## src/verilog/approx_mul_macros.svh

```systemverilog
`ifndef APPROX_MUL_MACROS_SVH
`define APPROX_MUL_MACROS_SVH

// Operand width of the multiplier.
`define AM_OPERAND_W 8

// Full product width, twice the operand width.
`define AM_PRODUCT_W 16

// Width of the configuration read and write data.
`define AM_CFG_DATA_W 16

`endif

```

## src/verilog/approx_mul_pkg.sv

```systemverilog
`include "approx_mul_macros.svh"

package approx_mul_pkg;

    // Unsigned product of two operands.
    typedef logic [`AM_PRODUCT_W-1:0] product_t;

    // Configuration register map.
    typedef enum logic [0:0] {
        CFG_CTRL  = 1'b0,  // Bit 0 is the exact mode.
        CFG_COUNT = 1'b1   // Products delivered, read-only.
    } cfg_addr_t;

endpackage

```

## src/verilog/approx_mul_top.sv

```systemverilog
`include "approx_mul_macros.svh"

module approx_mul_top (
    input  logic                      clk,
    input  logic                      rst,
    input  logic [`AM_OPERAND_W-1:0]  a,
    input  logic [`AM_OPERAND_W-1:0]  b,
    input  logic                      in_valid,
    input  logic                      cfg_we,
    input  logic                      cfg_re,
    input  approx_mul_pkg::cfg_addr_t cfg_addr,
    input  logic [`AM_CFG_DATA_W-1:0] cfg_wdata,
    output approx_mul_pkg::product_t  p,
    output logic                      out_valid,
    output logic [`AM_CFG_DATA_W-1:0] cfg_rdata,
    output logic                      cfg_rvalid
);
    logic exact_mode;

    mul_config_regs i_cfg (
        .clk        (clk),
        .rst        (rst),
        .cfg_we     (cfg_we),
        .cfg_re     (cfg_re),
        .cfg_addr   (cfg_addr),
        .cfg_wdata  (cfg_wdata),
        .out_valid  (out_valid),   // Counts delivered products.
        .exact_mode (exact_mode),
        .cfg_rdata  (cfg_rdata),
        .cfg_rvalid (cfg_rvalid)
    );

    mul_datapath i_datapath (
        .clk        (clk),
        .rst        (rst),
        .a          (a),
        .b          (b),
        .in_valid   (in_valid),
        .exact_mode (exact_mode),
        .p          (p),
        .out_valid  (out_valid)
    );

endmodule

```

## src/verilog/lower_or_adder.sv

```systemverilog
module lower_or_adder #(
    parameter int WIDTH       = 8,
    parameter int APPROX_BITS = 3
) (
    input  logic [WIDTH-1:0] x,
    input  logic [WIDTH-1:0] y,
    input  logic             exact,
    output logic [WIDTH:0]   sum
);
    // Bits below this mask are ORed in approximate mode.
    localparam logic [WIDTH-1:0] LOW_MASK = WIDTH'((1 << APPROX_BITS) - 1);

    logic [WIDTH:0]   exact_sum;
    logic [WIDTH:0]   upper_sum;
    logic [WIDTH-1:0] lower_or;

    assign exact_sum = {1'b0, x} + {1'b0, y};

    // The masked upper parts add with zeros below, so no carry comes up from the low bits.
    assign upper_sum = {1'b0, x & ~LOW_MASK} + {1'b0, y & ~LOW_MASK};
    assign lower_or  = (x | y) & LOW_MASK;

    assign sum = exact ? exact_sum : (upper_sum | {1'b0, lower_or});

endmodule

```

## src/verilog/mul_config_regs.sv

```systemverilog
`include "approx_mul_macros.svh"

module mul_config_regs (
    input  logic                      clk,
    input  logic                      rst,
    input  logic                      cfg_we,
    input  logic                      cfg_re,
    input  approx_mul_pkg::cfg_addr_t cfg_addr,
    input  logic [`AM_CFG_DATA_W-1:0] cfg_wdata,
    input  logic                      out_valid,
    output logic                      exact_mode,
    output logic [`AM_CFG_DATA_W-1:0] cfg_rdata,
    output logic                      cfg_rvalid
);
    logic [`AM_CFG_DATA_W-1:0] product_count;

    // Only the control register is writable.
    always_ff @(posedge clk) begin
        if (rst) begin
            exact_mode <= 1'b0;
        end else if (cfg_we && cfg_addr == approx_mul_pkg::CFG_CTRL) begin
            exact_mode <= cfg_wdata[0];
        end
    end

    always_ff @(posedge clk) begin
        if (rst) begin
            product_count <= '0;
        end else if (out_valid) begin
            product_count <= product_count + 1'b1;  // Wraps at full width.
        end
    end

    // Read data is taken from the registers before any write in the same cycle.
    always_ff @(posedge clk) begin
        if (cfg_re) begin
            case (cfg_addr)
                approx_mul_pkg::CFG_CTRL:  cfg_rdata <= {{(`AM_CFG_DATA_W-1){1'b0}}, exact_mode};
                approx_mul_pkg::CFG_COUNT: cfg_rdata <= product_count;
                default:                   cfg_rdata <= '0;
            endcase
        end
    end

    always_ff @(posedge clk) begin
        if (rst) begin
            cfg_rvalid <= 1'b0;
        end else begin
            cfg_rvalid <= cfg_re;
        end
    end

endmodule

```

## src/verilog/mul_datapath.sv

```systemverilog
`include "approx_mul_macros.svh"

module mul_datapath (
    input  logic                     clk,
    input  logic                     rst,
    input  logic [`AM_OPERAND_W-1:0] a,
    input  logic [`AM_OPERAND_W-1:0] b,
    input  logic                     in_valid,
    input  logic                     exact_mode,
    output approx_mul_pkg::product_t p,
    output logic                     out_valid
);
    logic [`AM_OPERAND_W-1:0] a_q;
    logic [`AM_OPERAND_W-1:0] b_q;
    logic                     exact_q;
    logic                     valid_q;
    approx_mul_pkg::product_t product;

    // The mode is captured with the operands so a later write cannot affect this pair.
    always_ff @(posedge clk) begin
        if (in_valid) begin
            a_q     <= a;
            b_q     <= b;
            exact_q <= exact_mode;
        end
    end

    recursive_mul8 #(.APPROX_BITS(3)) i_mul (
        .a     (a_q),
        .b     (b_q),
        .exact (exact_q),
        .p     (product)
    );

    always_ff @(posedge clk) begin
        if (valid_q) begin
            p <= product;
        end
    end

    always_ff @(posedge clk) begin
        if (rst) begin
            valid_q   <= 1'b0;
            out_valid <= 1'b0;
        end else begin
            valid_q   <= in_valid;
            out_valid <= valid_q;  // One pulse per accepted pair.
        end
    end

endmodule

```

## src/verilog/recursive_mul4.sv

```systemverilog
module recursive_mul4 #(
    parameter int APPROX_BITS = 3
) (
    input  logic [3:0] a,
    input  logic [3:0] b,
    input  logic       exact,
    output logic [7:0] p
);
    // Split each operand into a 3-bit high part and a 1-bit low part.
    logic [2:0] a_h;
    logic [2:0] b_h;
    logic       a_l;
    logic       b_l;

    logic [5:0] p_hh;
    logic [2:0] p_hl;
    logic [2:0] p_lh;
    logic       p_ll;

    logic [3:0] cross_sum;
    logic [6:0] operand1;
    logic [6:0] operand2;
    logic [7:0] out;

    assign a_h = a[3:1];
    assign b_h = b[3:1];
    assign a_l = a[0];
    assign b_l = b[0];

    assign p_hh = a_h * b_h;
    assign p_hl = a_h & {3{b_l}};  // A one-bit factor reduces to a gate.
    assign p_lh = b_h & {3{a_l}};
    assign p_ll = a_l & b_l;

    lower_or_adder #(
        .WIDTH       (3),
        .APPROX_BITS (0)
    ) i_cross_adder (
        .x     (p_hl),
        .y     (p_lh),
        .exact (exact),
        .sum   (cross_sum)
    );

    // High product sits one bit up, the cross sum lines up with bit 0 of out.
    assign operand1 = {p_hh, 1'b0};
    assign operand2 = {3'b000, cross_sum};

    lower_or_adder #(
        .WIDTH       (7),
        .APPROX_BITS (APPROX_BITS)
    ) i_final_adder (
        .x     (operand1),
        .y     (operand2),
        .exact (exact),
        .sum   (out)
    );

    assign p = {out[6:0], p_ll};  // The sum cannot reach bit 7 of out.

endmodule

```

## src/verilog/recursive_mul8.sv

```systemverilog
`include "approx_mul_macros.svh"

module recursive_mul8 #(
    parameter int APPROX_BITS = 3
) (
    input  logic [`AM_OPERAND_W-1:0] a,
    input  logic [`AM_OPERAND_W-1:0] b,
    input  logic                     exact,
    output approx_mul_pkg::product_t p
);
    logic [3:0] a_h;
    logic [3:0] b_h;
    logic [3:0] a_l;
    logic [3:0] b_l;

    logic [7:0] p_hh;
    logic [7:0] p_hl;
    logic [7:0] p_lh;
    logic [7:0] p_ll;

    logic [8:0]  cross_sum;
    logic [11:0] operand1;
    logic [11:0] operand2;
    logic [12:0] out;

    assign a_h = a[7:4];
    assign b_h = b[7:4];
    assign a_l = a[3:0];
    assign b_l = b[3:0];

    recursive_mul4 #(.APPROX_BITS(APPROX_BITS)) i_mul_hh (
        .a     (a_h),
        .b     (b_h),
        .exact (exact),
        .p     (p_hh)
    );

    recursive_mul4 #(.APPROX_BITS(APPROX_BITS)) i_mul_ll (
        .a     (a_l),
        .b     (b_l),
        .exact (exact),
        .p     (p_ll)
    );

    // Cross terms stay exact.
    assign p_hl = a_h * b_l;
    assign p_lh = a_l * b_h;

    lower_or_adder #(
        .WIDTH       (8),
        .APPROX_BITS (0)
    ) i_cross_adder (
        .x     (p_hl),
        .y     (p_lh),
        .exact (exact),
        .sum   (cross_sum)
    );

    // Everything here is aligned to product bit 4.
    assign operand1 = {p_hh, p_ll[7:4]};
    assign operand2 = {3'b000, cross_sum};

    lower_or_adder #(
        .WIDTH       (12),
        .APPROX_BITS (APPROX_BITS)
    ) i_final_adder (
        .x     (operand1),
        .y     (operand2),
        .exact (exact),
        .sum   (out)
    );

    assign p = {out[11:0], p_ll[3:0]};

endmodule
```

## config.mk

```make
export PLATFORM = sky130hd
export DESIGN_NAME = approx_mul_top
export DESIGN_NICKNAME = d
export VERILOG_FILES = /design/src/verilog/approx_mul_pkg.sv /design/src/verilog/approx_mul_top.sv /design/src/verilog/lower_or_adder.sv /design/src/verilog/mul_config_regs.sv /design/src/verilog/mul_datapath.sv /design/src/verilog/recursive_mul4.sv /design/src/verilog/recursive_mul8.sv
export VERILOG_INCLUDE_DIRS = /design/src /design/src/verilog
export SDC_FILE = /design/constraint.sdc
export NUM_CORES = 1
export LEC_CHECK = 0
export BUFFER_PORTS_ARGS = -buffer_cell sky130_fd_sc_hd__buf_4
export CAP_MARGIN = 20
export CORE_MARGIN = 4
export CORE_UTILIZATION = 40
export DETAILED_ROUTE_END_ITERATION = 8
export PLACE_DENSITY = 0.56
export SLEW_MARGIN = 5
export SYNTH_ARGS = -nofsm -noshare
export SYNTH_HDL_FRONTEND = slang
export SYNTH_SLANG_ARGS = --single-unit
```

## constraint.sdc

```tcl
create_clock -name clk -period 9 [get_ports clk]
set_input_delay 0.45 -clock clk [delete_from_list [all_inputs] [get_ports clk]]
set_output_delay 0.45 -clock clk [all_outputs]
set_load 0.05 [all_outputs]
```

==> report_table.html, run 1 <==
<table>
<tr><th>Metric</th><th>Value</th></tr>
<tr><th colspan="2">Final layout</th></tr>
<tr><td>Synthesis-to-layout area growth</td><td>17.5%</td></tr>
<tr><td>Final Instance Area</td><td>5980 um2</td></tr>
<tr><td>Number of diodes</td><td>0</td></tr>
<tr><td>Ratio of cells with drive above 1 in the final layout</td><td>14.6%</td></tr>
<tr><td>Number of nets at the end of the flow</td><td>between 600 and 700</td></tr>
<tr><th colspan="2">STA</th></tr>
<tr><td>Number of endpoints with negative hold slack in the final report</td><td>0</td></tr>
<tr><td>Shortest clock period the worst path allows after layout</td><td>5.77 ns</td></tr>
<tr><td>Max Freq</td><td>173 MHz</td></tr>
<tr><td>Fin. max-slew vios</td><td>0</td></tr>
<tr><td>RSZ-0062 raised after global routing</td><td>false</td></tr>
<tr><td>Accumulated negative setup slack</td><td>0 ns</td></tr>
<tr><td>Worst clock skew</td><td>0.00896 ns</td></tr>
<tr><td>Worst max-slew margin expressed relative to the limit</td><td>~44%</td></tr>
<tr><td>Transition time at the pin with the least slew margin</td><td>0.833 ns</td></tr>
<tr><td>Fraction of the cycle the final worst path needs</td><td>64.1%</td></tr>
<tr><td>Final setup violating endpoints</td><td>0</td></tr>
<tr><th colspan="2">Pwr</th></tr>
<tr><td>Power density over the cells</td><td>260 nW/um2</td></tr>
<tr><td>Sequential share of power</td><td>between 20% and 30%</td></tr>
<tr><td>Combinational power share</td><td>about half</td></tr>
<tr><td>Max IR drop VDD</td><td>between 0.1 and 0.15 mV</td></tr>
<tr><td>Internal power summed over all cells</td><td>938 uW</td></tr>
<tr><td>Standby leakage power</td><td>2.82 nW</td></tr>
<tr><td>Switching power</td><td>615 uW</td></tr>
<tr><td>Switching share of total power</td><td>39.6%</td></tr>
<tr><td>Clock network fraction of total power</td><td>23.2%</td></tr>
<tr><th colspan="2">Clocking</th></tr>
<tr><td>Clock H-tree levels</td><td>3</td></tr>
<tr><td>Hold-fix buffer count after cts</td><td>0</td></tr>
<tr><td>Maximum count of clock buffers along a single path</td><td>2</td></tr>
<tr><td>Clock tree from TritonCTS</td><td>built</td></tr>
<tr><td>Total number of clock tree sinks</td><td>69</td></tr>
<tr><td>Setup Buffers After CTS</td><td>0</td></tr>
<tr><td># resized after CTS</td><td>0</td></tr>
<tr><td>Latest clock arrival within the worst-skew pair</td><td>0.34 ns</td></tr>
<tr><td>Clock root cell</td><td>sky130_fd_sc_hd__clkbuf_16</td></tr>
<tr><td>Clk pin slew, worst setup/hold paths</td><td>about 0.06 ns</td></tr>
<tr><td>TritonCTS Buffers</td><td>9</td></tr>
<tr><th colspan="2">Die</th></tr>
<tr><td>Site Rows</td><td>40</td></tr>
<tr><td>Total Die Area</td><td>roughly 15000 um2</td></tr>
<tr><td>Die outline height</td><td>121 um</td></tr>
<tr><td>Core area</td><td>between 10000 and 15000 um2</td></tr>
<tr><td>Initial cell density of the core</td><td>41.6%</td></tr>
<tr><td>Die Width</td><td>about 120 um</td></tr>
<tr><td>Top-Level Pins</td><td>72</td></tr>
<tr><th colspan="2">Status</th></tr>
<tr><td>Run status</td><td>complete, no violations</td></tr>
<tr><th colspan="2">Synthesis</th></tr>
<tr><td>Gate count after technology mapping</td><td>477</td></tr>
<tr><td>Number of flops mapped to enable cells by yosys</td><td>49</td></tr>
<tr><td>Sequential-to-total area share from yosys stat</td><td>36.7%</td></tr>
<tr><td>Netlist area before placement</td><td>5090 um2</td></tr>
<tr><td>Number of nets produced by synthesis</td><td>605</td></tr>
<tr><td>Top area cells in the synthesized netlist</td><td>sky130_fd_sc_hd__edfxtp_1, sky130_fd_sc_hd__ha_1, sky130_fd_sc_hd__fa_1, sky130_fd_sc_hd__dfxtp_1, sky130_fd_sc_hd__and2_1</td></tr>
<tr><td>Ys flop type</td><td>sky130_fd_sc_hd__edfxtp_1</td></tr>
<tr><td>Top-area cell type share of the netlist area</td><td>28.9%</td></tr>
<tr><td>Async SR Flop Fraction</td><td>0%</td></tr>
<tr><td>Number of warnings reported in the yosys synthesis log</td><td>0</td></tr>
<tr><td>Avg Cell Area, Syn</td><td>10.7 um2</td></tr>
<tr><td>Top cell type by total area after synthesis</td><td>sky130_fd_sc_hd__edfxtp_1</td></tr>
<tr><td>Number of library cell types mapped by synthesis</td><td>45</td></tr>
<tr><td>Flip-flop and latch count after synthesis</td><td>a little under 70</td></tr>
<tr><th colspan="2">Route</th></tr>
<tr><td>Number of nets still failing antenna checks after routing</td><td>0</td></tr>
<tr><td>Number of vias in the routed layout</td><td>3330</td></tr>
<tr><td>Wire per inst</td><td>13.9 um</td></tr>
<tr><td>Residual DRC</td><td>0</td></tr>
<tr><td>Avg Vias per Cell</td><td>between 4 and 5</td></tr>
<tr><td>Post-Route WL</td><td>9860 um</td></tr>
<tr><td>Detailed Routing Iterations Pass 1</td><td>5</td></tr>
<tr><td>1st-iter DRT viols</td><td>141</td></tr>
<tr><th colspan="2">Run</th></tr>
<tr><td>Number of maximum-capacitance constraint violations</td><td>0</td></tr>
<tr><th colspan="2">Worst setup path</th></tr>
<tr><td>Kind of start point of the critical path</td><td>register</td></tr>
<tr><td>Classification of the worst setup path</td><td>reg2reg</td></tr>
<tr><td>Data arrival time of the critical path</td><td>5.85 ns</td></tr>
<tr><td>Highest cell delay on the worst timing path</td><td>about 0.55 ns</td></tr>
<tr><td>Crit path top cell by count</td><td>sky130_fd_sc_hd__fa_1</td></tr>
<tr><td>Crit path max fanout</td><td>8</td></tr>
<tr><td>Slowest cell on crit path</td><td>sky130_fd_sc_hd__fa_1</td></tr>
<tr><td>Critical Path End Type</td><td>register</td></tr>
<tr><td>Required time reported for the critical path endpoint</td><td>9.09 ns</td></tr>
<tr><td>Crit-path cells</td><td>nand2_1 &gt; fa_1 &gt; fa_1 &gt; inv_1 &gt; fa_1 &gt; inv_1 &gt; fa_1 &gt; inv_1 &gt; fa_1 &gt; a21o_1 &gt; a21oi_1 &gt; o21bai_1 &gt; a21oi_1 &gt; xnor2_1 &gt; ha_1 &gt; a21o_1 &gt; a211oi_1 &gt; o21ai_0 &gt; nor3b_1 &gt; xnor2_1</td></tr>
<tr><th colspan="2">Worst hold path</th></tr>
<tr><td>Path category of the worst min-delay check</td><td>in2reg</td></tr>
<tr><th colspan="2">Place</th></tr>
<tr><td>Post-DP Area</td><td>5690 um2</td></tr>
<tr><td>Gp weighted congestion</td><td>0.738</td></tr>
<tr><td>Placed wire-length estimate after detailed placement</td><td>7470 um</td></tr>
<tr><td>Buffers on Ports</td><td>56</td></tr>
<tr><th colspan="2">Global routing</th></tr>
<tr><td>Number of antenna violations at the first check in global routing</td><td>0</td></tr>
<tr><td>First-pass GRT wire length</td><td>approximately 17000 um</td></tr>
<tr><td>Remaining Overflow, GRT</td><td>0</td></tr>
<tr><td>Pin count of the biggest net entering global routing</td><td>28</td></tr>
<tr><td>Via count of the first global-routing pass</td><td>around 3500</td></tr>
<tr><td>Total global-route track usage</td><td>between 10 and 15%</td></tr>
</table>
## synth_stat cells, types with 3 or more instances
cell type and instances:
sky130_fd_sc_hd__xor2_1 19, sky130_fd_sc_hd__xnor2_1 20, sky130_fd_sc_hd__a21oi_1 13, sky130_fd_sc_hd__a31oi_1 3, sky130_fd_sc_hd__nor2b_1 5, sky130_fd_sc_hd__nand2b_1 3, sky130_fd_sc_hd__clkbuf_1 3, sky130_fd_sc_hd__nand3_1 5
sky130_fd_sc_hd__nand2_1 27, sky130_fd_sc_hd__and2_1 62, sky130_fd_sc_hd__dfxtp_1 20, sky130_fd_sc_hd__mux2i_1 6, sky130_fd_sc_hd__o21ai_0 7, sky130_fd_sc_hd__inv_1 65, sky130_fd_sc_hd__nor3_1 4, sky130_fd_sc_hd__nor2_1 23
sky130_fd_sc_hd__o21bai_1 4, sky130_fd_sc_hd__fa_1 28, sky130_fd_sc_hd__ha_1 62, sky130_fd_sc_hd__edfxtp_1 49, sky130_fd_sc_hd__a21o_1 14, sky130_fd_sc_hd__nand4_1 6
## metal layers
metal	wire [um]	GRT usage (%)
met2	4490	23.4
met1	4750	20.6
met5	0	0
met3	479	3.64
met4	142	4.75
## cell usage in the layout (no fill, tap or decap), types with 2 or more instances in the layout
cell,n
sky130_fd_sc_hd__inv_1,65
sky130_fd_sc_hd__and2_1,62
sky130_fd_sc_hd__ha_1,62
sky130_fd_sc_hd__buf_4,57
sky130_fd_sc_hd__edfxtp_1,49
sky130_fd_sc_hd__fa_1,28
sky130_fd_sc_hd__nand2_1,27
sky130_fd_sc_hd__nor2_1,23
sky130_fd_sc_hd__xnor2_1,20
sky130_fd_sc_hd__dfxtp_1,20
sky130_fd_sc_hd__xor2_1,19
sky130_fd_sc_hd__a21o_1,14
sky130_fd_sc_hd__a21oi_1,13
sky130_fd_sc_hd__clkbuf_16,9
sky130_fd_sc_hd__o21ai_0,7
sky130_fd_sc_hd__mux2i_1,6
sky130_fd_sc_hd__nand4_1,6
sky130_fd_sc_hd__nor2b_1,5
sky130_fd_sc_hd__nand3_1,5
sky130_fd_sc_hd__o21bai_1,4
sky130_fd_sc_hd__nor3_1,4
sky130_fd_sc_hd__a31oi_1,3
sky130_fd_sc_hd__nand2b_1,3
sky130_fd_sc_hd__a211oi_1,2
sky130_fd_sc_hd__and3_1,2
sky130_fd_sc_hd__nand3b_1,2
sky130_fd_sc_hd__mux2_2,2
sky130_fd_sc_hd__clkinv_4,2
## flip-flops by register name, summed over array words and instances, names as in the netlist
register,count
i_cfg.product_count,16
i_datapath.p,16
i_cfg.cfg_rvalid,1
i_datapath.b_q,8
i_datapath.a_q,8
i_cfg.exact_mode,1
i_datapath.valid_q,1
i_datapath.out_valid,1
i_datapath.exact_q,1
i_cfg.cfg_rdata,16
## area by class of cell
type,count,area [um2]
clock buffer,10,229
clock inverter,6,70.1
fill,1148,6280
inverter,65,244
multi-input combinational,335,2930
sequential,69,1870
tap,168,210
timing repair buffer,57,428
## worst max-delay path, delay by kind of cell, from the launching register on
kind                     cells  cell delay (ns)
AND/OR/NAND/NOR              2             0.30
AO/OA/AOI/OAI                7             1.24
buffers and inverters        3             0.17
XOR/XNOR                     2             0.33
adder cells (fa/ha/maj)      6             2.95
flip-flops                   1             0.51
## power groups by stage
| stage | Clock (mW) | Sequential, mW | Combinational (mW) |
|---|---|---|---|
| after floorplan | 0 | 0.510 | 0.520 |
| after global placement | 0 | 0.430 | 0.751 |
| after detailed placement | 0 | 0.431 | 0.765 |
| after CTS | 0.373 | 0.424 | 0.774 |
| after global routing | 0.387 | 0.428 | 0.880 |
| final | 0.361 | 0.423 | 0.769 |
## logic make-up (layout without fill, tap and decap cells)
family | count (synthesis) | count (layout) | synth area share (%)
and+or+nand+nor | 147 | 147 | 16.3
buffers and inverters | 73 | 138 | 5.72
muxes | 8 | 8 | 1.62
DFF | 69 | 69 | 36.7
AOI/OAI and AO/OA | 51 | 51 | 6.68
adders and majority gates | 90 | 90 | 26.2
xor gates and xnor gates | 39 | 39 | 6.70
## metrics by stage
step | std cells | hold slack [ns] | power, mW | util, % | setup slack [ns]
after detailed placement | 694 | 0.460 | 1.20 | 46.4 | 3.24
after global placement | 694 | 0.463 | 1.18 | 46.4 | 3.28
final | 710 | 0.278 | 1.55 | 48.8 | 3.23
after CTS | 710 | 0.267 | 1.57 | 48.8 | 3.22
after global routing | 710 | 0.266 | 1.70 | 48.8 | 2.98
after floorplan | 477 | 0.426 | 1.03 | - | 3.78
## worst paths after layout
path,from,to,slack (ns),depth (start not counted)
worst max register to register,i_datapath.b_q[7],i_datapath.p[15],3.23,20
worst min register to register,i_cfg.exact_mode,i_datapath.exact_q,0.47,0
worst min-delay path,b[6],i_datapath.b_q[6],0.28,1
worst max-delay path,i_datapath.b_q[7],i_datapath.p[15],3.23,20
No activity file was read; power rests on OpenSTA's default activity.
==> run 2: changes to the inputs <==
--- a/config.mk
+++ b/config.mk
@@ -11,7 +11,7 @@
 export CORE_MARGIN = 4
 export CORE_UTILIZATION = 40
 export DETAILED_ROUTE_END_ITERATION = 8
-export PLACE_DENSITY = 0.56
+export PLACE_DENSITY = 0.58
 export SLEW_MARGIN = 5
 export SYNTH_ARGS = -nofsm -noshare
 export SYNTH_HDL_FRONTEND = slang
==> constraint.sdc (replaced) <==
create_clock -name clk -period 5.15 [get_ports clk]
set_input_delay 0.2575 -clock clk [delete_from_list [all_inputs] [get_ports clk]]
set_output_delay 0.2575 -clock clk [all_outputs]
set_load 0.05 [all_outputs]
==> run 2 against run 1 <==
  * Flip-flop and latch count did not move
  * First-iteration DRC count fell by 33%
  * Critical path depth is 2 higher
  * Via count up 3.3%
  * Clock power is 62% higher
  * Hold slack worse by 0.18 ns
  * Global-route usage down 0.33 points
  * Cell count rose by 4.9%
  * Clock-buffer cell count is 1 lower
  * Combinational power up 110%
  * Final area is 4.9% higher
  * Largest power group unchanged
==> report_table.html, run 2 (synthesis results as in run 1) <==
<table>
<tr><th>Metric</th><th>Value</th></tr>
<tr><th colspan="2">Worst setup path</th></tr>
<tr><td>Highest cell delay on the worst timing path</td><td>0.54 ns (was 0.55 ns)</td></tr>
<tr><td>CP delay by family, top</td><td>adder cells (unchanged)</td></tr>
<tr><td>Crit path max fanout</td><td>3 (was 8)</td></tr>
<tr><td>Slowest cell on crit path</td><td>sky130_fd_sc_hd__fa_1 (unchanged)</td></tr>
<tr><td>Classification of the worst setup path</td><td>reg2reg (unchanged)</td></tr>
<tr><td>Crit path top cell by count</td><td>sky130_fd_sc_hd__ha_1 (was sky130_fd_sc_hd__fa_1)</td></tr>
<tr><td>Worst path buffer plus inverter count</td><td>4 (was 3)</td></tr>
<tr><td>Data arrival time of the critical path</td><td>5.16 ns (was 5.85 ns)</td></tr>
<tr><td>Required time reported for the critical path endpoint</td><td>5.23 ns (was 9.09 ns)</td></tr>
<tr><td>Critical Path End Type</td><td>register (unchanged)</td></tr>
<tr><td>Crit-path cells</td><td>buf_4 &gt; buf_4 &gt; and2_1 &gt; ha_1 &gt; ha_1 &gt; inv_1 &gt; fa_1 &gt; fa_1 &gt; inv_1 &gt; ha_2 &gt; fa_2 &gt; a21o_1 &gt; a21oi_2 &gt; o21bai_1 &gt; a21oi_1 &gt; xnor2_1 &gt; ha_1 &gt; and3_4 &gt; a22o_1 &gt; a31oi_1 &gt; a21oi_1 &gt; xor2_1 (was nand2_1 &gt; fa_1 &gt; fa_1 &gt; inv_1 &gt; fa_1 &gt; inv_1 &gt; fa_1 &gt; inv_1 &gt; fa_1 &gt; a21o_1 &gt; a21oi_1 &gt; o21bai_1 &gt; a21oi_1 &gt; xnor2_1 &gt; ha_1 &gt; a21o_1 &gt; a211oi_1 &gt; o21ai_0 &gt; nor3b_1 &gt; xnor2_1)</td></tr>
<tr><td>Kind of start point of the critical path</td><td>register (unchanged)</td></tr>
<tr><th colspan="2">Route</th></tr>
<tr><td>Avg Vias per Cell</td><td>4.62 (was 4.69)</td></tr>
<tr><td>1st-iter DRT viols</td><td>95 (was 141)</td></tr>
<tr><td>Number of nets still failing antenna checks after routing</td><td>0 (unchanged)</td></tr>
<tr><td>Residual DRC</td><td>0 (unchanged)</td></tr>
<tr><td>Number of vias in the routed layout</td><td>3440 (was 3330)</td></tr>
<tr><td>Detailed Routing Iterations Pass 1</td><td>4 (was 5)</td></tr>
<tr><td>Uppermost routed layer</td><td>met4 (unchanged)</td></tr>
<tr><td>Sum of routed wire segments on met1</td><td>4790 um (was 4750 um)</td></tr>
<tr><td>Wire per inst</td><td>13.2 um (was 13.9 um)</td></tr>
<tr><td>Met2 wire length</td><td>4540 um (was 4490 um)</td></tr>
<tr><td>Post-Route WL</td><td>9800 um (was 9860 um)</td></tr>
<tr><td>Met3 wire length</td><td>353 um (was 479 um)</td></tr>
<tr><th colspan="2">Place</th></tr>
<tr><td>Buffers on Ports</td><td>56 (unchanged)</td></tr>
<tr><td>Gp weighted congestion</td><td>0.806 (was 0.738)</td></tr>
<tr><td>Placed wire-length estimate after detailed placement</td><td>7530 um (was 7470 um)</td></tr>
<tr><td>Post-placement cell count</td><td>722 (was 694)</td></tr>
<tr><th colspan="2">Final layout</th></tr>
<tr><td>Most common library cell in the layout ignoring fill and taps</td><td>sky130_fd_sc_hd__buf_4 (was sky130_fd_sc_hd__inv_1)</td></tr>
<tr><td>Ratio of cells with drive above 1 in the final layout</td><td>22.4% (was 14.6%)</td></tr>
<tr><td># fillers</td><td>1085 (was 1148)</td></tr>
<tr><td>Non-Filler Instances</td><td>745 (was 710)</td></tr>
<tr><td>Number of nets at the end of the flow</td><td>700 (was 665)</td></tr>
<tr><td>Number of diodes</td><td>0 (unchanged)</td></tr>
<tr><td>Largest registers in the final layout</td><td>i_cfg.cfg_rdata: 16 flops, i_cfg.product_count: 16 flops, i_datapath.p: 16 flops (unchanged)</td></tr>
<tr><td>Most frequent cells in the layout</td><td>sky130_fd_sc_hd__buf_4, sky130_fd_sc_hd__and2_1, sky130_fd_sc_hd__inv_1, sky130_fd_sc_hd__ha_1, sky130_fd_sc_hd__edfxtp_1 (was sky130_fd_sc_hd__inv_1, sky130_fd_sc_hd__and2_1, sky130_fd_sc_hd__ha_1, sky130_fd_sc_hd__buf_4, sky130_fd_sc_hd__edfxtp_1)</td></tr>
<tr><td>Synthesis-to-layout area growth</td><td>23.2% (was 17.5%)</td></tr>
<tr><th colspan="2">Global routing</th></tr>
<tr><td>Pin count of the biggest net entering global routing</td><td>21 (was 28)</td></tr>
<tr><td>First-pass GRT wire length</td><td>17000 um (was 17300 um)</td></tr>
<tr><td>Remaining Overflow, GRT</td><td>0 (unchanged)</td></tr>
<tr><td>Total global-route track usage</td><td>14.7% (was 15.0%)</td></tr>
<tr><td>Via count of the first global-routing pass</td><td>3610 (was 3531)</td></tr>
<tr><td>Number of antenna violations at the first check in global routing</td><td>0 (unchanged)</td></tr>
<tr><th colspan="2">STA</th></tr>
<tr><td>Final setup violating endpoints</td><td>0 (unchanged)</td></tr>
<tr><td>Fraction of the cycle the final worst path needs</td><td>98.6% (was 64.1%)</td></tr>
<tr><td>Transition time at the pin with the least slew margin</td><td>0.877 ns (was 0.833 ns)</td></tr>
<tr><td>Worst max-slew margin expressed relative to the limit</td><td>41.5% (was 44.4%)</td></tr>
<tr><td>Fin. max-slew vios</td><td>0 (unchanged)</td></tr>
<tr><td>RSZ-0062 raised after global routing</td><td>true (was false)</td></tr>
<tr><td>Number of endpoints with negative hold slack in the final report</td><td>0 (unchanged)</td></tr>
<tr><td>Shortest clock period the worst path allows after layout</td><td>5.08 ns (was 5.77 ns)</td></tr>
<tr><td>Max Freq</td><td>197 MHz (was 173 MHz)</td></tr>
<tr><td>Worst clock skew</td><td>0.00702 ns (was 0.00896 ns)</td></tr>
<tr><th colspan="2">Pwr</th></tr>
<tr><td>Standby leakage power</td><td>2.98 nW (was 2.82 nW)</td></tr>
<tr><td>PnR Total Power</td><td>2.89 mW (was 1.55 mW)</td></tr>
<tr><td>Power density over the cells</td><td>461 nW/um2 (was 260 nW/um2)</td></tr>
<tr><td>Max IR drop VDD</td><td>0.205 mV (was 0.104 mV)</td></tr>
<tr><th colspan="2">Run</th></tr>
<tr><td>Number of maximum-capacitance constraint violations</td><td>0 (unchanged)</td></tr>
<tr><th colspan="2">Clocking</th></tr>
<tr><td>Clock tree from TritonCTS</td><td>built (unchanged)</td></tr>
<tr><td>Latest clock arrival within the worst-skew pair</td><td>0.34 ns (about the same)</td></tr>
<tr><td>Maximum count of clock buffers along a single path</td><td>2 (unchanged)</td></tr>
<tr><td>Clock root cell</td><td>sky130_fd_sc_hd__clkbuf_16 (unchanged)</td></tr>
<tr><td>Clk pin slew, worst setup/hold paths</td><td>0.06 ns (about the same)</td></tr>
<tr><td>Clock H-tree levels</td><td>3 (unchanged)</td></tr>
<tr><td>Hold-fix buffer count after cts</td><td>0 (unchanged)</td></tr>
<tr><td>TritonCTS Buffers</td><td>9 (unchanged)</td></tr>
<tr><td>Total number of clock tree sinks</td><td>69 (unchanged)</td></tr>
<tr><th colspan="2">Die</th></tr>
<tr><td>Core area</td><td>12300 um2 (unchanged)</td></tr>
<tr><td>Die Width</td><td>121 um (unchanged)</td></tr>
<tr><td>Initial cell density of the core</td><td>41.6% (unchanged)</td></tr>
<tr><td>Total Die Area</td><td>14600 um2 (unchanged)</td></tr>
<tr><td>Top-Level Pins</td><td>72 (unchanged)</td></tr>
<tr><td>Die outline height</td><td>121 um (unchanged)</td></tr>
<tr><td>Site Rows</td><td>40 (unchanged)</td></tr>
<tr><th colspan="2">Worst hold path</th></tr>
<tr><td>Path category of the worst min-delay check</td><td>in2reg (unchanged)</td></tr>
<tr><th colspan="2">Status</th></tr>
<tr><td>Run status</td><td>complete, no violations (unchanged)</td></tr>
</table>
==> run 2: changes by cell type in the layout (fill, tap and decap cells not counted), moves of 3 or more <==
| cell | delta |
|---|---|
| sky130_fd_sc_hd__buf_4 | +35 |
| sky130_fd_sc_hd__inv_2 | +3 |
| sky130_fd_sc_hd__inv_1 | -3 |
| sky130_fd_sc_hd__inv_6 | +3 |
==> run 2: power by group <==
group	internal, mW	switching [mW]
Sequential	0.703	0.0252
Clock	0.332	0.253
Combinational	0.738	0.841
==> run 2: worst reg2reg max path, cell delays in order (launching register included) <==
cell	delay, ns
sky130_fd_sc_hd__edfxtp_1	0.38
sky130_fd_sc_hd__buf_4	0.15
sky130_fd_sc_hd__buf_4	0.12
sky130_fd_sc_hd__and2_1	0.13
sky130_fd_sc_hd__ha_1	0.30
sky130_fd_sc_hd__ha_1	0.29
sky130_fd_sc_hd__inv_1	0.05
sky130_fd_sc_hd__fa_1	0.46
sky130_fd_sc_hd__fa_1	0.54
sky130_fd_sc_hd__inv_1	0.04
sky130_fd_sc_hd__ha_2	0.20
sky130_fd_sc_hd__fa_2	0.39
sky130_fd_sc_hd__a21o_1	0.17
sky130_fd_sc_hd__a21oi_2	0.14
sky130_fd_sc_hd__o21bai_1	0.08
sky130_fd_sc_hd__a21oi_1	0.15
sky130_fd_sc_hd__xnor2_1	0.15
sky130_fd_sc_hd__ha_1	0.28
sky130_fd_sc_hd__and3_4	0.18
sky130_fd_sc_hd__a22o_1	0.22
sky130_fd_sc_hd__a31oi_1	0.16
sky130_fd_sc_hd__a21oi_1	0.10
sky130_fd_sc_hd__xor2_1	0.14
==> run 2: through the flow <==
stage	hold WS, ns	utilization (%)	cell area [um2]	setup WS (ns)	TNS, ns
finish	0.0942	51.2	6270	0.0738	0
global route	0.0786	51.2	6270	-0.154	-0.213
CTS	0.0778	50.9	6240	0.0214	0
floorplan	0.356	-	5100	0.0333	0
detailed placement	0.437	48.1	5900	-0.190	-0.334
global placement	0.437	48.1	5900	-0.0703	-0.134
==> run 2: path summary, 6_finish.rpt <==
| kind | start | to | slack [ns] | depth (start not counted) |
|---|---|---|---|---|
| max | i_datapath.b_q[5] | i_datapath.p[14] | 0.07 | 22 |
| min | a[5] | i_datapath.a_q[5] | 0.09 | 1 |
| max reg2reg | i_datapath.b_q[5] | i_datapath.p[14] | 0.07 | 22 |
| min reg2reg | i_cfg.exact_mode | i_datapath.exact_q | 0.48 | 0 |
==> run 2: timing repair <==
action,in CTS,in global routing
hold endpoints to repair,0,0
gates resized for setup,4,10
buffers inserted,6,1
pin swaps,16,7
endpoints found under the setup margin,2,4
==> run 2: final cells by class <==
class	count	area (um2)	share of cell area [%]
Inverter	65	244	3.89
Clock buffer	9	225	3.59
Clock inverter	7	53.8	0.857
Timing Repair Buffer	92	691	11.0
Multi-Input combinational cell	335	2980	47.5
Tap cell	168	210	3.35
Sequential cell	69	1870	29.8
==> run 2: per-layer routing <==
layer / up-vias / global-route usage [%]
li1: 1784 / -
met1: 1604 / 19.6
met2: 43 / 23.5
met3: 9 / 3.31
met4: 0 / 4.82
met5: - / 0
==> run 3: changes to the inputs <==
--- a/config.mk
+++ b/config.mk
@@ -6,6 +6,7 @@
 export SDC_FILE = /design/constraint.sdc
 export NUM_CORES = 1
 export LEC_CHECK = 0
+export ABC_AREA = 1
 export BUFFER_PORTS_ARGS = -buffer_cell sky130_fd_sc_hd__buf_4
 export CAP_MARGIN = 20
 export CORE_MARGIN = 4
==> run 3 against run 2 <==
  * Final area up 1.5%
  * Largest power group unchanged
  * Clock-buffer cell count unchanged
  * Via count grew 13%
  * Critical path type unchanged
  * Die area increased by 3.2%
  * Core utilization shrank 1.3 points
  * Register-to-register slack better by 0.18 ns
  * Maximum frequency increased by 3.6%
  * First-iteration DRC count rose by 53%
  * Worst setup slack better by 0.18 ns
  * Synthesized cell count increased by 30%
  * Combinational power is 6% lower
  * Area after synthesis grew 3.5%
==> report_table.html, run 3 <==
<table>
<tr><th>Metric</th><th>Value</th></tr>
<tr><th colspan="2">Pwr</th></tr>
<tr><td>Combinational power share</td><td>52.3% (was 54.6%)</td></tr>
<tr><td>PnR Total Power</td><td>2.82 mW (was 2.89 mW)</td></tr>
<tr><td>Power density over the cells</td><td>443 nW/um2 (was 461 nW/um2)</td></tr>
<tr><td>Internal power summed over all cells</td><td>1.69 mW (was 1.77 mW)</td></tr>
<tr><td>Sequential share of power</td><td>25.7% (was 25.2%)</td></tr>
<tr><td>Standby leakage power</td><td>3.45 nW (was 2.98 nW)</td></tr>
<tr><td>Max IR drop VDD</td><td>0.209 mV (was 0.205 mV)</td></tr>
<tr><td>Switching share of total power</td><td>40.2% (was 38.7%)</td></tr>
<tr><td>Switching power</td><td>1.14 mW (was 1.12 mW)</td></tr>
<tr><td>Clock network fraction of total power</td><td>22.0% (was 20.2%)</td></tr>
<tr><th colspan="2">Synthesis</th></tr>
<tr><td>Top area cells in the synthesized netlist</td><td>sky130_fd_sc_hd__edfxtp_1, sky130_fd_sc_hd__ha_1, sky130_fd_sc_hd__inv_1, sky130_fd_sc_hd__fa_1, sky130_fd_sc_hd__nand2_1 (was sky130_fd_sc_hd__edfxtp_1, sky130_fd_sc_hd__ha_1, sky130_fd_sc_hd__fa_1, sky130_fd_sc_hd__dfxtp_1, sky130_fd_sc_hd__and2_1)</td></tr>
<tr><td>Sequential-to-total area share from yosys stat</td><td>35.5% (was 36.7%)</td></tr>
<tr><td>Avg Cell Area, Syn</td><td>8.53 um2 (was 10.7 um2)</td></tr>
<tr><td>Gate count after technology mapping</td><td>618 (was 477)</td></tr>
<tr><td>Ys flop type</td><td>sky130_fd_sc_hd__edfxtp_1 (unchanged)</td></tr>
<tr><td>Synth Area in Compound Gates</td><td>6.31% (was 6.68%)</td></tr>
<tr><td>Async SR Flop Fraction</td><td>0% (unchanged)</td></tr>
<tr><td>Netlist area before placement</td><td>5270 um2 (was 5090 um2)</td></tr>
<tr><td>Proportion of synthesized area in mux cells</td><td>0.380% (was 1.62%)</td></tr>
<tr><td>Combinational family with the most area after synthesis</td><td>adder cells (unchanged)</td></tr>
<tr><td>Flip-flop and latch count after synthesis</td><td>69 (unchanged)</td></tr>
<tr><td>Number of library cell types mapped by synthesis</td><td>31 (was 45)</td></tr>
<tr><td>Number of nets produced by synthesis</td><td>746 (was 605)</td></tr>
<tr><td>Most frequent cell after synthesis</td><td>sky130_fd_sc_hd__inv_1 (unchanged)</td></tr>
<tr><td>Top-area cell type share of the netlist area</td><td>27.9% (was 28.9%)</td></tr>
<tr><td>Area share of fa/ha/maj cells after synthesis</td><td>25.4% (was 26.2%)</td></tr>
<tr><td>Xor and xnor area share after synthesis</td><td>3.66% (was 6.70%)</td></tr>
<tr><td>Number of flops mapped to enable cells by yosys</td><td>49 (unchanged)</td></tr>
<tr><td>Number of warnings reported in the yosys synthesis log</td><td>0 (unchanged)</td></tr>
<tr><td>Simple-gate share of the synthesized area</td><td>15.4% (was 16.3%)</td></tr>
<tr><td>Top cell type by total area after synthesis</td><td>sky130_fd_sc_hd__edfxtp_1 (unchanged)</td></tr>
<tr><td>Leading post-synthesis cells by instance count</td><td>sky130_fd_sc_hd__inv_1, sky130_fd_sc_hd__nand2_1, sky130_fd_sc_hd__ha_1, sky130_fd_sc_hd__edfxtp_1 (was sky130_fd_sc_hd__inv_1, sky130_fd_sc_hd__and2_1, sky130_fd_sc_hd__ha_1, sky130_fd_sc_hd__edfxtp_1, sky130_fd_sc_hd__fa_1)</td></tr>
<tr><th colspan="2">Route</th></tr>
<tr><td>Number of nets still failing antenna checks after routing</td><td>0 (unchanged)</td></tr>
<tr><td>1st-iter DRT viols</td><td>145 (was 95)</td></tr>
<tr><td>Detailed Routing Iterations Pass 1</td><td>4 (unchanged)</td></tr>
<tr><td>Wire per inst</td><td>12.1 um (was 13.2 um)</td></tr>
<tr><td>Residual DRC</td><td>0 (unchanged)</td></tr>
<tr><td>Post-Route WL</td><td>10500 um (was 9800 um)</td></tr>
<tr><td>Avg Vias per Cell</td><td>4.52 (was 4.62)</td></tr>
<tr><td>Number of vias in the routed layout</td><td>3901 (was 3440)</td></tr>
<tr><th colspan="2">Final layout</th></tr>
<tr><td>Final core area utilization</td><td>49.8% (was 51.2%)</td></tr>
<tr><td>Most frequent cells in the layout</td><td>sky130_fd_sc_hd__inv_1, sky130_fd_sc_hd__nand2_1, sky130_fd_sc_hd__buf_4, sky130_fd_sc_hd__ha_1, sky130_fd_sc_hd__edfxtp_1 (was sky130_fd_sc_hd__buf_4, sky130_fd_sc_hd__and2_1, sky130_fd_sc_hd__inv_1, sky130_fd_sc_hd__ha_1, sky130_fd_sc_hd__edfxtp_1)</td></tr>
<tr><td>Most common library cell in the layout ignoring fill and taps</td><td>sky130_fd_sc_hd__inv_1 (was sky130_fd_sc_hd__buf_4)</td></tr>
<tr><td>Non-Filler Instances</td><td>864 (was 745)</td></tr>
<tr><td>Largest registers in the final layout</td><td>i_cfg.cfg_rdata: 16 flops, i_cfg.product_count: 16 flops, i_datapath.p: 16 flops (unchanged)</td></tr>
<tr><td># fillers</td><td>1207 (was 1085)</td></tr>
<tr><td>Number of diodes</td><td>0 (unchanged)</td></tr>
<tr><td>Number of nets at the end of the flow</td><td>815 (was 700)</td></tr>
<tr><td>Final Instance Area</td><td>6370 um2 (was 6270 um2)</td></tr>
<tr><td>Synthesis-to-layout area growth</td><td>20.8% (was 23.2%)</td></tr>
<tr><td>Ratio of cells with drive above 1 in the final layout</td><td>17.2% (was 22.4%)</td></tr>
<tr><th colspan="2">Clocking</th></tr>
<tr><td>Clock H-tree levels</td><td>3 (unchanged)</td></tr>
<tr><td>Clock tree from TritonCTS</td><td>built (unchanged)</td></tr>
<tr><td>TritonCTS Buffers</td><td>9 (unchanged)</td></tr>
<tr><td>Clock root cell</td><td>sky130_fd_sc_hd__clkbuf_16 (unchanged)</td></tr>
<tr><td>Clk pin slew, worst setup/hold paths</td><td>0.07 ns (was 0.06 ns)</td></tr>
<tr><td>Total number of clock tree sinks</td><td>69 (unchanged)</td></tr>
<tr><td>Latest clock arrival within the worst-skew pair</td><td>0.34 ns (about the same)</td></tr>
<tr><td>Maximum count of clock buffers along a single path</td><td>2 (unchanged)</td></tr>
<tr><th colspan="2">Die</th></tr>
<tr><td>Die outline height</td><td>123 um (was 121 um)</td></tr>
<tr><td>Initial cell density of the core</td><td>41.3% (was 41.6%)</td></tr>
<tr><td>Die Width</td><td>123 um (was 121 um)</td></tr>
<tr><td>Total Die Area</td><td>15100 um2 (was 14600 um2)</td></tr>
<tr><td>Core area</td><td>12800 um2 (was 12300 um2)</td></tr>
<tr><td>Site Rows</td><td>41 (was 40)</td></tr>
<tr><td>Top-Level Pins</td><td>72 (unchanged)</td></tr>
<tr><th colspan="2">Status</th></tr>
<tr><td>Run status</td><td>complete, no violations (unchanged)</td></tr>
<tr><th colspan="2">Place</th></tr>
<tr><td>Placement-stage worst setup slack</td><td>-0.0233 ns (was -0.190 ns)</td></tr>
<tr><td>Post-placement cell count</td><td>840 (was 722)</td></tr>
<tr><td>Post-DP Area</td><td>5940 um2 (was 5900 um2)</td></tr>
<tr><td>Buffers on Ports</td><td>56 (unchanged)</td></tr>
<tr><td>Placed wire-length estimate after detailed placement</td><td>8180 um (was 7530 um)</td></tr>
<tr><td>Gp weighted congestion</td><td>0.829 (was 0.806)</td></tr>
<tr><th colspan="2">STA</th></tr>
<tr><td>Worst clock skew</td><td>0.0119 ns (was 0.00702 ns)</td></tr>
<tr><td>Transition time at the pin with the least slew margin</td><td>0.789 ns (was 0.877 ns)</td></tr>
<tr><td>Max Freq</td><td>204 MHz (was 197 MHz)</td></tr>
<tr><td>Accumulated negative setup slack</td><td>0 ns (unchanged)</td></tr>
<tr><td>Fraction of the cycle the final worst path needs</td><td>95.1% (was 98.6%)</td></tr>
<tr><td>Post-Route Hold Slack</td><td>0.0862 ns (was 0.0942 ns)</td></tr>
<tr><td>Final setup violating endpoints</td><td>0 (unchanged)</td></tr>
<tr><td>Shortest clock period the worst path allows after layout</td><td>4.90 ns (was 5.08 ns)</td></tr>
<tr><td>Number of endpoints with negative hold slack in the final report</td><td>0 (unchanged)</td></tr>
<tr><td>Worst max-slew margin expressed relative to the limit</td><td>47.4% (was 41.5%)</td></tr>
<tr><td>Final setup margin</td><td>0.251 ns (was 0.0738 ns)</td></tr>
<tr><td>Fin. max-slew vios</td><td>0 (unchanged)</td></tr>
<tr><th colspan="2">Worst hold path</th></tr>
<tr><td>Path category of the worst min-delay check</td><td>in2reg (unchanged)</td></tr>
<tr><th colspan="2">Global routing</th></tr>
<tr><td>Via count of the first global-routing pass</td><td>3988 (was 3610)</td></tr>
<tr><td>Total global-route track usage</td><td>15.3% (was 14.7%)</td></tr>
<tr><td>Remaining Overflow, GRT</td><td>0 (unchanged)</td></tr>
<tr><td>First-pass GRT wire length</td><td>18100 um (was 17000 um)</td></tr>
<tr><td>Pin count of the biggest net entering global routing</td><td>19 (was 21)</td></tr>
<tr><td>Number of antenna violations at the first check in global routing</td><td>0 (unchanged)</td></tr>
<tr><th colspan="2">Worst setup path</th></tr>
<tr><td>Classification of the worst setup path</td><td>reg2reg (unchanged)</td></tr>
<tr><td>Critical Path End Type</td><td>register (unchanged)</td></tr>
<tr><td>Crit path max fanout</td><td>4 (was 3)</td></tr>
<tr><td>Required time reported for the critical path endpoint</td><td>5.24 ns (was 5.23 ns)</td></tr>
<tr><td>Kind of start point of the critical path</td><td>register (unchanged)</td></tr>
<tr><td>Data arrival time of the critical path</td><td>4.99 ns (was 5.16 ns)</td></tr>
<tr><th colspan="2">Run</th></tr>
<tr><td>Number of maximum-capacitance constraint violations</td><td>0 (unchanged)</td></tr>
</table>
-- run 3: cell types whose count changed in the layout (fill, tap and decap cells not counted), sizes merged, moves of 4 or more --
cell / change
and2: -63
inv: +95
buf: -11
nand4: -4
nand3: +15
xnor2: -12
nand2: +112
nor2b: -5
mux2i: -4
a21o: -12
o21ai: +15
a21oi: +15
xor2: -5
-- run 3: path summary, 6_finish.rpt --
check | start | cells after the start | slack [ns] | endpoint
worst max register to register | i_datapath.a_q[1] | 24 | 0.25 | i_datapath.p[14]
worst min-delay path | a[6] | 1 | 0.09 | i_datapath.a_q[6]
worst max-delay path | i_datapath.a_q[1] | 24 | 0.25 | i_datapath.p[14]
worst min register to register | i_cfg.exact_mode | 0 | 0.47 | i_datapath.exact_q
-- run 3: worst max-delay path, stage by stage, from the launching register on --
cell and delay, ns:
sky130_fd_sc_hd__edfxtp_1 0.43, sky130_fd_sc_hd__nand2_1 0.10, sky130_fd_sc_hd__inv_1 0.05, sky130_fd_sc_hd__fa_1 0.50, sky130_fd_sc_hd__fa_1 0.51, sky130_fd_sc_hd__fa_1 0.55
sky130_fd_sc_hd__inv_1 0.06, sky130_fd_sc_hd__fa_1 0.52, sky130_fd_sc_hd__inv_1 0.06, sky130_fd_sc_hd__ha_4 0.26, sky130_fd_sc_hd__a21oi_2 0.17, sky130_fd_sc_hd__nand2_1 0.06
sky130_fd_sc_hd__nand2_1 0.08, sky130_fd_sc_hd__nand2_1 0.08, sky130_fd_sc_hd__a21oi_2 0.15, sky130_fd_sc_hd__xnor2_1 0.16, sky130_fd_sc_hd__ha_1 0.31, sky130_fd_sc_hd__a21oi_1 0.16
sky130_fd_sc_hd__nand2_1 0.10, sky130_fd_sc_hd__nand2_1 0.07, sky130_fd_sc_hd__nand2_1 0.06, sky130_fd_sc_hd__nand2_1 0.06, sky130_fd_sc_hd__nand2_1 0.05, sky130_fd_sc_hd__nand2_1 0.07
sky130_fd_sc_hd__inv_1 0.04
-- run 3: power groups by stage --
| stage | Sequential, mW | Combinational (mW) | Clock, mW |
|---|---|---|---|
| 3_5_place_dp | 0.738 | 1.33 | 0 |
| 3_3_place_gp | 0.737 | 1.30 | 0 |
| 2_1_floorplan | 0.881 | 0.863 | 0 |
| 4_1_cts | 0.727 | 1.33 | 0.642 |
| 6_report | 0.725 | 1.48 | 0.621 |
| 5_1_grt | 0.731 | 1.69 | 0.663 |
-- run 3: kinds of logic (layout without fill, tap and decap cells) --
family | count (synthesis) | in the layout
compound gates | 61 | 61
xor+xnor | 22 | 22
fa+ha+maj | 90 | 90
buf+inv | 186 | 260
flops | 69 | 69
mux | 2 | 2
simple gates | 188 | 188
-- run 3: timing repair --
action,4_1_cts,5_1_grt
setup endpoints to repair,0,5
gates resized for setup,0,13
setup buffers,0,8
hold buffers,0,0
-- run 3: layout make-up --
type / count / area (um2) / share of cell area, %
tap: 172 / 215 / 3.38
clock buffer: 9 / 225 / 3.54
inverter: 163 / 612 / 9.61
clock inverter: 7 / 72.6 / 1.14
sequential: 69 / 1870 / 29.4
timing repair buffer: 81 / 608 / 9.55
multi-input combinational: 363 / 2760 / 43.4
-- run 3: routing by layer --
metal / routed length (um) / global-route usage, %
met2: 5040 / 24.9
met5: 0 / 0
met1: 4840 / 19.5
met4: 195 / 6.02
met3: 418 / 3.82
